File: src/design/branch_pkg.sv
`default_nettype none

////////////////////////////////////////////////////////////
// Shared types and constants for the branch slice
////////////////////////////////////////////////////////////
package branch_pkg;

  localparam int pc_width = 16;                          // PC, Rs and instruction width

  localparam logic [pc_width-1:0] pc_step  = 16'd2;      // Bytes per instruction
  localparam logic [pc_width-1:0] pc_reset = 16'h0000;   // PC after reset

  // Bit positions inside the 3-bit flag vector
  localparam int flag_z = 2;                             // Zero
  localparam int flag_v = 1;                             // Overflow
  localparam int flag_n = 0;                             // Negative

  // Opcode field, instr[15:12]
  typedef enum logic [3:0] {
    op_add    = 4'd0,                                    // Writes Z, V, N
    op_sub    = 4'd1,                                    // Writes Z, V, N
    op_xor    = 4'd2,                                    // Writes Z only
    op_red    = 4'd3,                                    // No flag update
    op_sll    = 4'd4,                                    // Writes Z only
    op_sra    = 4'd5,                                    // Writes Z only
    op_ror    = 4'd6,                                    // Writes Z only
    op_paddsb = 4'd7,                                    // No flag update
    op_lw     = 4'd8,                                    // Memory and immediate ops
    op_sw     = 4'd9,
    op_llb    = 4'd10,
    op_lhb    = 4'd11,
    op_b      = 4'd12,                                   // PC relative branch
    op_br     = 4'd13,                                   // Branch to Rs
    op_pcs    = 4'd14,
    op_hlt    = 4'd15                                    // Stop the sequencer
  } opcode_e;

  // Condition field, instr[11:9]
  typedef enum logic [2:0] {
    cc_ne     = 3'd0,
    cc_eq     = 3'd1,
    cc_gt     = 3'd2,
    cc_lt     = 3'd3,
    cc_ge     = 3'd4,
    cc_le     = 3'd5,
    cc_ovf    = 3'd6,
    cc_always = 3'd7
  } cond_e;

endpackage

`default_nettype wire

File: src/design/cla_16bit.sv
`default_nettype none

// Two level carry lookahead, four 4-bit groups, carry in tied low
module cla_16bit (
  input  logic [15:0] a,
  input  logic [15:0] b,
  output logic [15:0] sum,
  output logic        cout
);

  logic [15:0] g;        // Bit generate
  logic [15:0] p;        // Bit propagate
  logic [15:0] c;        // Carry into each bit
  logic [3:0]  gg;       // Group generate
  logic [3:0]  gp;       // Group propagate
  logic [4:0]  gc;       // Carry into each group, gc[4] is carry out

  assign g = a & b;
  assign p = a ^ b;

  ////////////////////////////////////////////////////////////
  // First level, inside each 4-bit group
  ////////////////////////////////////////////////////////////
  for (genvar i = 0; i < 4; i++) begin : g_group
    localparam int lsb = 4 * i;

    assign gp[i] = &p[lsb +: 4];
    assign gg[i] = g[lsb+3]
                 | (p[lsb+3] & g[lsb+2])
                 | (p[lsb+3] & p[lsb+2] & g[lsb+1])
                 | (p[lsb+3] & p[lsb+2] & p[lsb+1] & g[lsb]);

    // Local carries from the group carry in
    assign c[lsb]   = gc[i];
    assign c[lsb+1] = g[lsb] | (p[lsb] & gc[i]);
    assign c[lsb+2] = g[lsb+1] | (p[lsb+1] & g[lsb])
                    | (p[lsb+1] & p[lsb] & gc[i]);
    assign c[lsb+3] = g[lsb+2] | (p[lsb+2] & g[lsb+1])
                    | (p[lsb+2] & p[lsb+1] & g[lsb])
                    | (p[lsb+2] & p[lsb+1] & p[lsb] & gc[i]);
  end

  ////////////////////////////////////////////////////////////
  // Second level, across the groups
  ////////////////////////////////////////////////////////////
  assign gc[0] = 1'b0;                                   // Add only, no carry in
  assign gc[1] = gg[0];
  assign gc[2] = gg[1] | (gp[1] & gg[0]);
  assign gc[3] = gg[2] | (gp[2] & gg[1]) | (gp[2] & gp[1] & gg[0]);
  assign gc[4] = gg[3] | (gp[3] & gg[2]) | (gp[3] & gp[2] & gg[1])
               | (gp[3] & gp[2] & gp[1] & gg[0]);

  assign sum  = p ^ c;
  assign cout = gc[4];

endmodule

`default_nettype wire

File: src/design/branch_control.sv
`default_nettype none

// Condition check and target select, purely combinational
module branch_control (
  input  branch_pkg::cond_e                 cond,           // instr[11:9]
  input  logic [8:0]                        offset,         // Word offset, signed
  input  logic [2:0]                        flags,          // Stored Z, V, N
  input  logic [branch_pkg::pc_width-1:0]   rs_data,        // Target for BR
  input  logic                              is_branch,      // B or BR decoded
  input  logic                              is_br,          // BR, target from Rs
  input  logic [branch_pkg::pc_width-1:0]   pc_next,        // PC+2
  output logic                              taken,
  output logic [branch_pkg::pc_width-1:0]   actual_target
);

  import branch_pkg::*;

  logic                zf;                 // Zero flag
  logic                vf;                 // Overflow flag
  logic                nf;                 // Negative flag
  logic                cond_met;           // Condition true, before qualification
  logic [pc_width-1:0] sext_offset;        // Offset widened to PC width
  logic [pc_width-1:0] byte_offset;        // Word offset turned into bytes
  logic [pc_width-1:0] pc_rel_target;      // PC+2 plus offset
  logic [pc_width-1:0] branch_target;      // Target if taken

  assign zf = flags[flag_z];
  assign vf = flags[flag_v];
  assign nf = flags[flag_n];

  ////////////////////////////////////////////////////////////
  // Condition evaluation
  ////////////////////////////////////////////////////////////
  always_comb begin
    case (cond)
      cc_ne:     cond_met = ~zf;
      cc_eq:     cond_met = zf;
      cc_gt:     cond_met = ~zf & ~nf;
      cc_lt:     cond_met = nf;
      cc_ge:     cond_met = zf | (~zf & ~nf);
      cc_le:     cond_met = zf | nf;
      cc_ovf:    cond_met = vf;
      cc_always: cond_met = 1'b1;
      default:   cond_met = 1'b0;               // Unreachable with 3-bit code
    endcase
  end

  assign taken = cond_met & is_branch;          // Only branches can redirect

  ////////////////////////////////////////////////////////////
  // Target computation
  ////////////////////////////////////////////////////////////
  assign sext_offset = {{(pc_width-9){offset[8]}}, offset};
  assign byte_offset = {sext_offset[pc_width-2:0], 1'b0};   // x2

  cla_16bit u_target_add (
    .a    (pc_next),
    .b    (byte_offset),
    .sum  (pc_rel_target),
    .cout ()                                    // Wraps, carry not needed
  );

  assign branch_target = is_br ? rs_data : pc_rel_target;

  // Fall through to PC+2 when the branch is not taken
  assign actual_target = taken ? branch_target : pc_next;

endmodule

`default_nettype wire

File: src/design/flag_register.sv
`default_nettype none

// Z, V, N storage with per-opcode write mask
module flag_register (
  input  logic                clk,
  input  logic                reset,
  input  logic                flag_write,      // Instruction accepted this cycle
  input  branch_pkg::opcode_e opcode,
  input  logic [2:0]          alu_flags,       // Flags from the same instruction
  output logic [2:0]          flags
);

  import branch_pkg::*;

  logic [2:0] write_mask;                      // 1 where a flag gets loaded
  logic [2:0] flags_d;

  ////////////////////////////////////////////////////////////
  // Which flags this opcode owns
  ////////////////////////////////////////////////////////////
  always_comb begin
    write_mask = 3'b000;                       // Most opcodes touch nothing
    case (opcode)
      op_add, op_sub: begin
        write_mask[flag_z] = 1'b1;
        write_mask[flag_v] = 1'b1;
        write_mask[flag_n] = 1'b1;
      end
      op_xor, op_sll, op_sra, op_ror: begin
        write_mask[flag_z] = 1'b1;             // Logic and shifts set Z only
      end
      default: begin
        write_mask = 3'b000;                   // RED, PADDSB, branches, memory
      end
    endcase
  end

  // Merge new flags into the kept ones bit by bit
  assign flags_d = (flags & ~write_mask) | (alu_flags & write_mask);

  always_ff @(posedge clk) begin
    if (reset) begin
      flags <= 3'b000;
    end else if (flag_write) begin
      flags <= flags_d;                        // Visible to the next instruction
    end
  end

endmodule

`default_nettype wire

File: src/design/pc_sequencer.sv
`default_nettype none

// PC register, opcode decode, halt and taken pulse
module pc_sequencer (
  input  logic                              clk,
  input  logic                              reset,
  input  logic                              instr_valid,    // One instruction per strobe
  input  branch_pkg::opcode_e               opcode,
  input  logic                              taken,          // From branch_control
  input  logic [branch_pkg::pc_width-1:0]   actual_target,  // Next PC if accepted
  output logic [branch_pkg::pc_width-1:0]   pc,
  output logic [branch_pkg::pc_width-1:0]   pc_next,        // PC+2
  output logic                              is_branch,
  output logic                              is_br,
  output logic                              flag_write,
  output logic                              branch_taken,   // One cycle pulse
  output logic                              halted
);

  import branch_pkg::*;

  logic accept;                                // Instruction consumed at this edge
  logic is_hlt;

  ////////////////////////////////////////////////////////////
  // Sequential PC increment
  ////////////////////////////////////////////////////////////
  cla_16bit u_pc_inc (
    .a    (pc),
    .b    (pc_step),
    .sum  (pc_next),
    .cout ()                                   // PC wraps at the top
  );

  ////////////////////////////////////////////////////////////
  // Opcode decode
  ////////////////////////////////////////////////////////////
  always_comb begin
    is_branch = 1'b0;
    is_br     = 1'b0;
    is_hlt    = 1'b0;
    case (opcode)
      op_b:    is_branch = 1'b1;
      op_br: begin
        is_branch = 1'b1;
        is_br     = 1'b1;                      // Target comes from Rs
      end
      op_hlt:  is_hlt = 1'b1;
      default: is_branch = 1'b0;               // Plain sequential instruction
    endcase
  end

  // No back-pressure, a strobe while halted is simply dropped
  assign accept     = instr_valid & ~halted;
  assign flag_write = accept;

  ////////////////////////////////////////////////////////////
  // PC, halt and taken registers
  ////////////////////////////////////////////////////////////
  always_ff @(posedge clk) begin
    if (reset) begin
      pc           <= pc_reset;
      halted       <= 1'b0;
      branch_taken <= 1'b0;
    end else begin
      branch_taken <= 1'b0;                    // Default low, pulse below
      if (accept) begin
        branch_taken <= taken;
        if (is_hlt) begin
          halted <= 1'b1;                      // Sticky until reset
        end else begin
          pc <= actual_target;                 // PC+2 or the branch target
        end
      end
    end
  end

endmodule

`default_nettype wire

File: src/design/branch_unit_top.sv
`default_nettype none

// Control-flow slice top, instances and field slicing only
module branch_unit_top (
  input  logic                              clk,
  input  logic                              reset,
  input  logic                              instr_valid,
  input  logic [branch_pkg::pc_width-1:0]   instr,
  input  logic [branch_pkg::pc_width-1:0]   rs_data,
  input  logic [2:0]                        alu_flags,
  output logic [branch_pkg::pc_width-1:0]   pc,
  output logic                              branch_taken,
  output logic                              halted
);

  import branch_pkg::*;

  opcode_e             opcode;                 // instr[15:12]
  cond_e               cond;                   // instr[11:9]
  logic [8:0]          offset;                 // instr[8:0]
  logic [pc_width-1:0] pc_next;
  logic [pc_width-1:0] actual_target;
  logic [2:0]          flags;
  logic                is_branch;
  logic                is_br;
  logic                flag_write;
  logic                taken;

  assign opcode = opcode_e'(instr[15:12]);
  assign cond   = cond_e'(instr[11:9]);
  assign offset = instr[8:0];

  pc_sequencer u_pc_sequencer (
    .clk           (clk),
    .reset         (reset),
    .instr_valid   (instr_valid),
    .opcode        (opcode),
    .taken         (taken),
    .actual_target (actual_target),
    .pc            (pc),
    .pc_next       (pc_next),
    .is_branch     (is_branch),
    .is_br         (is_br),
    .flag_write    (flag_write),
    .branch_taken  (branch_taken),
    .halted        (halted)
  );

  flag_register u_flag_register (
    .clk        (clk),
    .reset      (reset),
    .flag_write (flag_write),
    .opcode     (opcode),
    .alu_flags  (alu_flags),
    .flags      (flags)
  );

  branch_control u_branch_control (
    .cond          (cond),
    .offset        (offset),
    .flags         (flags),
    .rs_data       (rs_data),
    .is_branch     (is_branch),
    .is_br         (is_br),
    .pc_next       (pc_next),
    .taken         (taken),
    .actual_target (actual_target)
  );

endmodule

`default_nettype wire

File: config.mk
export PLATFORM = sky130hd
export DESIGN_NAME = branch_unit_top
export DESIGN_NICKNAME = d
export VERILOG_FILES = /design/src/design/branch_pkg.sv /design/src/design/cla_16bit.sv /design/src/design/branch_control.sv /design/src/design/flag_register.sv /design/src/design/pc_sequencer.sv /design/src/design/branch_unit_top.sv
export SDC_FILE = /design/constraint.sdc
export NUM_CORES = 1
export LEC_CHECK = 0
export BUFFER_PORTS_ARGS = -buffer_cell sky130_fd_sc_hd__buf_2
export CAP_MARGIN = 20
export CORE_MARGIN = 4
export CORE_UTILIZATION = 40
export DETAILED_ROUTE_END_ITERATION = 10
export GPL_TIMING_DRIVEN = 1
export HOLD_SLACK_MARGIN = 0.1
export SYNTH_ARGS = -nofsm -noshare
export SYNTH_HDL_FRONTEND = slang
export SYNTH_HIERARCHICAL = 1
export SYNTH_SLANG_ARGS = --single-unit
File: constraint.sdc
create_clock -name clk -period 11.7 [get_ports clk]
set_clock_uncertainty 0.15 [all_clocks]
set_input_delay 2.34 -clock clk [delete_from_list [all_inputs] [get_ports clk]]
set_output_delay 2.34 -clock clk [all_outputs]
set_load 0.02 [all_outputs]
==> impl_metrics.ini, run 1 <==
[placed_design]
dp_hpwl_mm = 4.833
numPortBuffers = 55
gp_congestion = 0.8557

[global_routing]
met2_usage = 0.2538
busiest_layer = met2
grt_max_degree = 39
grt_pass1_wl_mm = 10.54
first_global_vias = 2309
grtUsageTotal = 0.1485
use_met1 = 0.2000
grtUsageMet3 = 0.01066
grt_overflow_total = 0
antenna_found_initial = 0

[clocking]
cts_root_buf = clkbuf_8
cts_buffer_depth = 2
clk_pin_slew_ns = 0.08
cts_hold_buf = 0
cts_resized = 0
insertion_delay_ns = 0.26
htreeDepth = 1
post_cts_buffers = 0
cts.sink_count = 21
tritoncts = yes
cts_made_buffers = 3

[floorplan]
dieHeight_um = 91.69
initial_utilization = 0.4123
fp.dieW_um = 91.69
fp.coreArea_sq_mm = 0.006794
rows = 30
die_area_sq_mm = 0.008406
num_io_pins = 56

[worst_setup_path]
r2r_slack_ns = 7.31
crit_required_ns = 11.69
worstPathMaxFanout = 5
endpoint = u_pc_sequencer/pc[13]
slowest_delay_ns = 0.37
critPathArrivalTime_ns = 4.81
crit_chain = buf_2, ha_1, a21o_1, a31oi_1, o21ai_4, nor3_1, nor2_1, fa_1, xor2_1, mux2_2, mux2_4, nand2b_1, mux2i_1
r2r_start = u_pc_sequencer/pc[2]
crit_path_start = instr[4]
worstSetupStartpointType = primary input
cpMaxStageDelayCell = fa_1
path_class = in2reg
r2r_end = u_pc_sequencer/pc[13]
end_kind = register
r2r_cells = 18

[run_status]
status = complete, no violations

[power]
p_leak_nw = 1.548
p_per_area_mw_per_mm2 = 172.0
power_mw = 0.5607
vdd_ir_drop_max_uv = 93.02

[worst_hold_path]
min_path_type = reg2reg
hp-start = u_pc_sequencer/pc[10]

[layout]
antenna_cells = 0
syn_to_final_growth_pct = 16.35
final-seq-area_sq_um = 420.4
multi_input_area_sq_mm = 0.002352
final.fill_count = 676
nNetsFinal = 434
drive_gt1_frac = 0.3324

[synth]
yosysWarnings = 6
syn_inst = 284
syn_avg_cell_area_sq_um = 9.864
synth_area_sq_mm = 0.002801

[sta]
timing.final.crit_share = 0.4114
setup_tns_ns = 0
hold_viol_final = 0
slew_violations = 0
slew_headroom = 0.4437
worst_pin_slew_ns = 0.8345
rsz0062_at_grt = false
finalSetupViolCount = 0
fmax_mhz = 207.8
fin_crit_ns = 4.813

[routing]
routed_wl_mm = 5.984
dr.pass1.iters = 4
dr_total_vias = 2247
ant_nets = 0
drc = 0
wl_per_cell_um = 13.27
vias_per_cell = 4.982
drt_iter0_markers = 70

[job]
maxCapViolations = 0
final cells by class:
class                      instances  area share
sequential                        21      0.1290
clock inverter                     1    0.001536
inverter                           7    0.008061
clock buffer                       3     0.01267
timing repair buffer              57     0.09021
tap                               96     0.03685
multi-input combinational        266      0.7217
per-stage QoR:
step	cells	setup slack [ns]	cell area, sq um	hold slack (ns)	util
after global routing	451	6.773	3259	0.3709	0.4797
after global placement	446	6.652	3202	0.3259	0.4713
after floorplan	302	6.864	2869	0.3042	-
after CTS	450	6.889	3248	0.3566	0.4781
final	451	6.887	3259	0.3511	0.4797
after detailed placement	446	6.612	3202	0.3424	0.4713
layout by cell type (no fill, tap or decap), types with 5 or more instances in the layout:
| cell type | instances |
|---|---|
| a21o_1 | 10 |
| a21oi_1 | 8 |
| buf_2 | 55 |
| conb_1 | 21 |
| dfxtp_1 | 21 |
| fa_1 | 8 |
| ha_1 | 32 |
| inv_1 | 7 |
| mux2_2 | 24 |
| mux2_4 | 9 |
| mux2i_1 | 19 |
| nand2_1 | 5 |
| nand2b_1 | 35 |
| nor2_1 | 14 |
| xnor2_1 | 12 |
| xor2_1 | 8 |
worst max-delay path: cells and delay by family:
kind	cells	cell delay, ns
muxes	3	0.58
and+or+nand+nor	3	0.34
adders and majority gates	2	0.71
xor gates and xnor gates	1	0.16
AOI/OAI and AO/OA	3	0.59
buffers and inverters	1	0.10
metal layers:
metal  vias to the layer above  wire length [um]
met1                      1049              2915
li1                       1156                 -
met2                        38              2836
met3                         4               168
met5                         -                 0
met4                         0                63
worst min path at each step:
stage	endpoint	cells after the start
after global routing	u_pc_sequencer/pc[10]	2
after detailed placement	u_pc_sequencer/pc[14]	2
final	u_pc_sequencer/pc[10]	2
after floorplan	register	2
after global placement	register	2
after CTS	u_pc_sequencer/pc[14]	2
where the power goes:
group / switching [mW] / internal (mW) / leakage (nW)
registers: 0.0124 / 0.0833 / 0.173
clock network: 0.0255 / 0.0237 / 0.0255
logic: 0.204 / 0.212 / 1.35
Power figures use the tool's default switching activity.
==> run 2: changes to the inputs <==
==> constraint.sdc (replaced) <==
create_clock -name clk -period 4.37 [get_ports clk]
set_clock_uncertainty 0.15 [all_clocks]
set_input_delay 0.874 -clock clk [delete_from_list [all_inputs] [get_ports clk]]
set_output_delay 0.874 -clock clk [all_outputs]
set_load 0.02 [all_outputs]
==> impl_metrics.ini, run 2 (same netlist as run 1, synthesis figures left out) <==
[worst_setup_path]
end_kind = register
crit_chain = ha_1, a21oi_1, o21a_1, inv_1, fa_1, xor2_2, ha_1, a21o_1, a31oi_2, o21ai_4, nor3_1, nor2_1, fa_1, xor2_1, mux2_2, mux2_4, nand2b_1, mux2i_1
cp.depth = 18
crit_required_ns = 4.36
cpMaxStageDelayCell = fa_1
worstSetupStartpointType = register
slowest_delay_ns = 0.40
worstPathMaxFanout = 4
r2r_end = u_pc_sequencer/pc[13]
crit_family = adder cells
endpoint = u_pc_sequencer/pc[13]
crit_path_start = u_pc_sequencer/pc[2]
r2r_start = u_pc_sequencer/pc[2]
r2r_slack_ns = 0.21
r2r_cells = 18
critPathArrivalTime_ns = 4.15
critPathBufInv = 1
path_class = reg2reg

[layout]
layout.cells.non_filler = 455
nNetsFinal = 438
multi_input_area_sq_mm = 0.002366
syn_to_final_growth_pct = 17.82
final_common_cell = buf_2
final_cell_mix = buf_2 (55), nand2b_1 (35), ha_1 (32)
drive_gt1_frac = 0.3482
final-seq-area_sq_um = 421.7
final.fill_count = 662
antenna_cells = 0

[worst_hold_path]
min_path_type = reg2reg
hp-start = u_pc_sequencer/pc[2]

[floorplan]
dieHeight_um = 91.69
fp.coreArea_sq_mm = 0.006794
initial_utilization = 0.4123
num_io_pins = 56
die_area_sq_mm = 0.008406
rows = 30
fp.dieW_um = 91.69

[sta]
fin_crit_ns = 4.156
timing.final.crit_share = 0.9511
finalSetupViolCount = 0
setup_tns_ns = 0
fmax_mhz = 240.6
timing.hold.ws_ns = 0.3452
slew_headroom = 0.4402
slew_violations = 0
worst_pin_slew_ns = 0.8397
rsz0062_at_grt = false
hold_viol_final = 0

[clocking]
cts_root_buf = clkbuf_8
tritoncts = yes
htreeDepth = 1
insertion_delay_ns = 0.26
cts_made_buffers = 3
cts_buffer_depth = 2
cts.sink_count = 21
cts_hold_buf = 0
clk_pin_slew_ns = 0.09

[routing]
dr.pass1.iters = 4
dr_total_vias = 2188
drt_iter0_markers = 74
ant_nets = 0
wl_per_cell_um = 12.99
vias_per_cell = 4.809
drc = 0
routed_wl_mm = 5.912

[global_routing]
grt_overflow_total = 0
first_global_vias = 2215
grt_pass1_wl_mm = 10.07
antenna_found_initial = 0
grt_max_degree = 39
grtUsageTotal = 0.1439

[power]
p_per_area_mw_per_mm2 = 462.6
p_leak_nw = 1.569
power_mw = 1.527
vdd_ir_drop_max_uv = 270.4

[job]
maxCapViolations = 0

[placed_design]
dp.cells = 451
gp_congestion = 0.8029
numPortBuffers = 55
dp_hpwl_mm = 4.774

[run_status]
status = complete, no violations
run 2: changes by cell type in the layout (fill, tap and decap cells not counted), sizes merged:
cell	previous run	this run
buf	57	61
run 2: layout make-up:
cell class                      instances  share of cell area
Timing Repair Buffer                   61             0.09704
Multi-Input combinational cell        266              0.7168
Sequential cell                        21              0.1277
Clock buffer                            3             0.01251
Tap cell                               96             0.03639
Inverter                                7            0.007961
Clock inverter                          1            0.001516
run 2: metal layers:
layer | global-route usage | vias up | routed length, um
li1 | - | 1164 | -
met4 | 0.02764 | 0 | 36
met3 | 0.01313 | 2 | 165
met2 | 0.2422 | 32 | 2704
met1 | 0.2007 | 990 | 3006
met5 | 0 | - | 0
run 2: tightest hold or removal path: cells and delay by family (launching register included):
family | cells | cell delay [ns]
DFF | 1 | 0.33
and+or+nand+nor | 1 | 0.06
muxes | 1 | 0.06
run 2: timing repair:
item,4_1_cts,5_1_grt
endpoints found under the setup margin,0,1
gates resized for setup,0,3
setup buffers,0,0
run 2: per-stage QoR:
stage / util / instance area, sq um / worst slack [ns]
3_3_place_gp: 0.4768 / 3239 / 0.2470
3_5_place_dp: 0.4768 / 3239 / 0.1469
4_1_cts: 0.4836 / 3286 / 0.1423
5_1_grt: 0.4858 / 3301 / 0.004903
2_1_floorplan: - / 2869 / 0.1882
6_report: 0.4858 / 3301 / 0.2138
run 2: power by group:
| part | total (mW) | switching [mW] | internal, mW |
|---|---|---|---|
| logic | 1.14 | 0.556 | 0.584 |
| clock network | 0.131 | 0.0679 | 0.0635 |
| registers | 0.255 | 0.0314 | 0.223 |
| total | 1.53 | 0.656 | 0.871 |
run 2: worst min-delay path by stage:
stage	endpoint	slack [ns]	cells after the start
6_report	u_pc_sequencer/pc[2]	0.35	2
4_1_cts	u_pc_sequencer/pc[14]	0.35	2
3_3_place_gp	register	0.33	2
2_1_floorplan	register	0.30	2
5_1_grt	u_pc_sequencer/pc[10]	0.37	2
3_5_place_dp	u_pc_sequencer/pc[15]	0.33	2
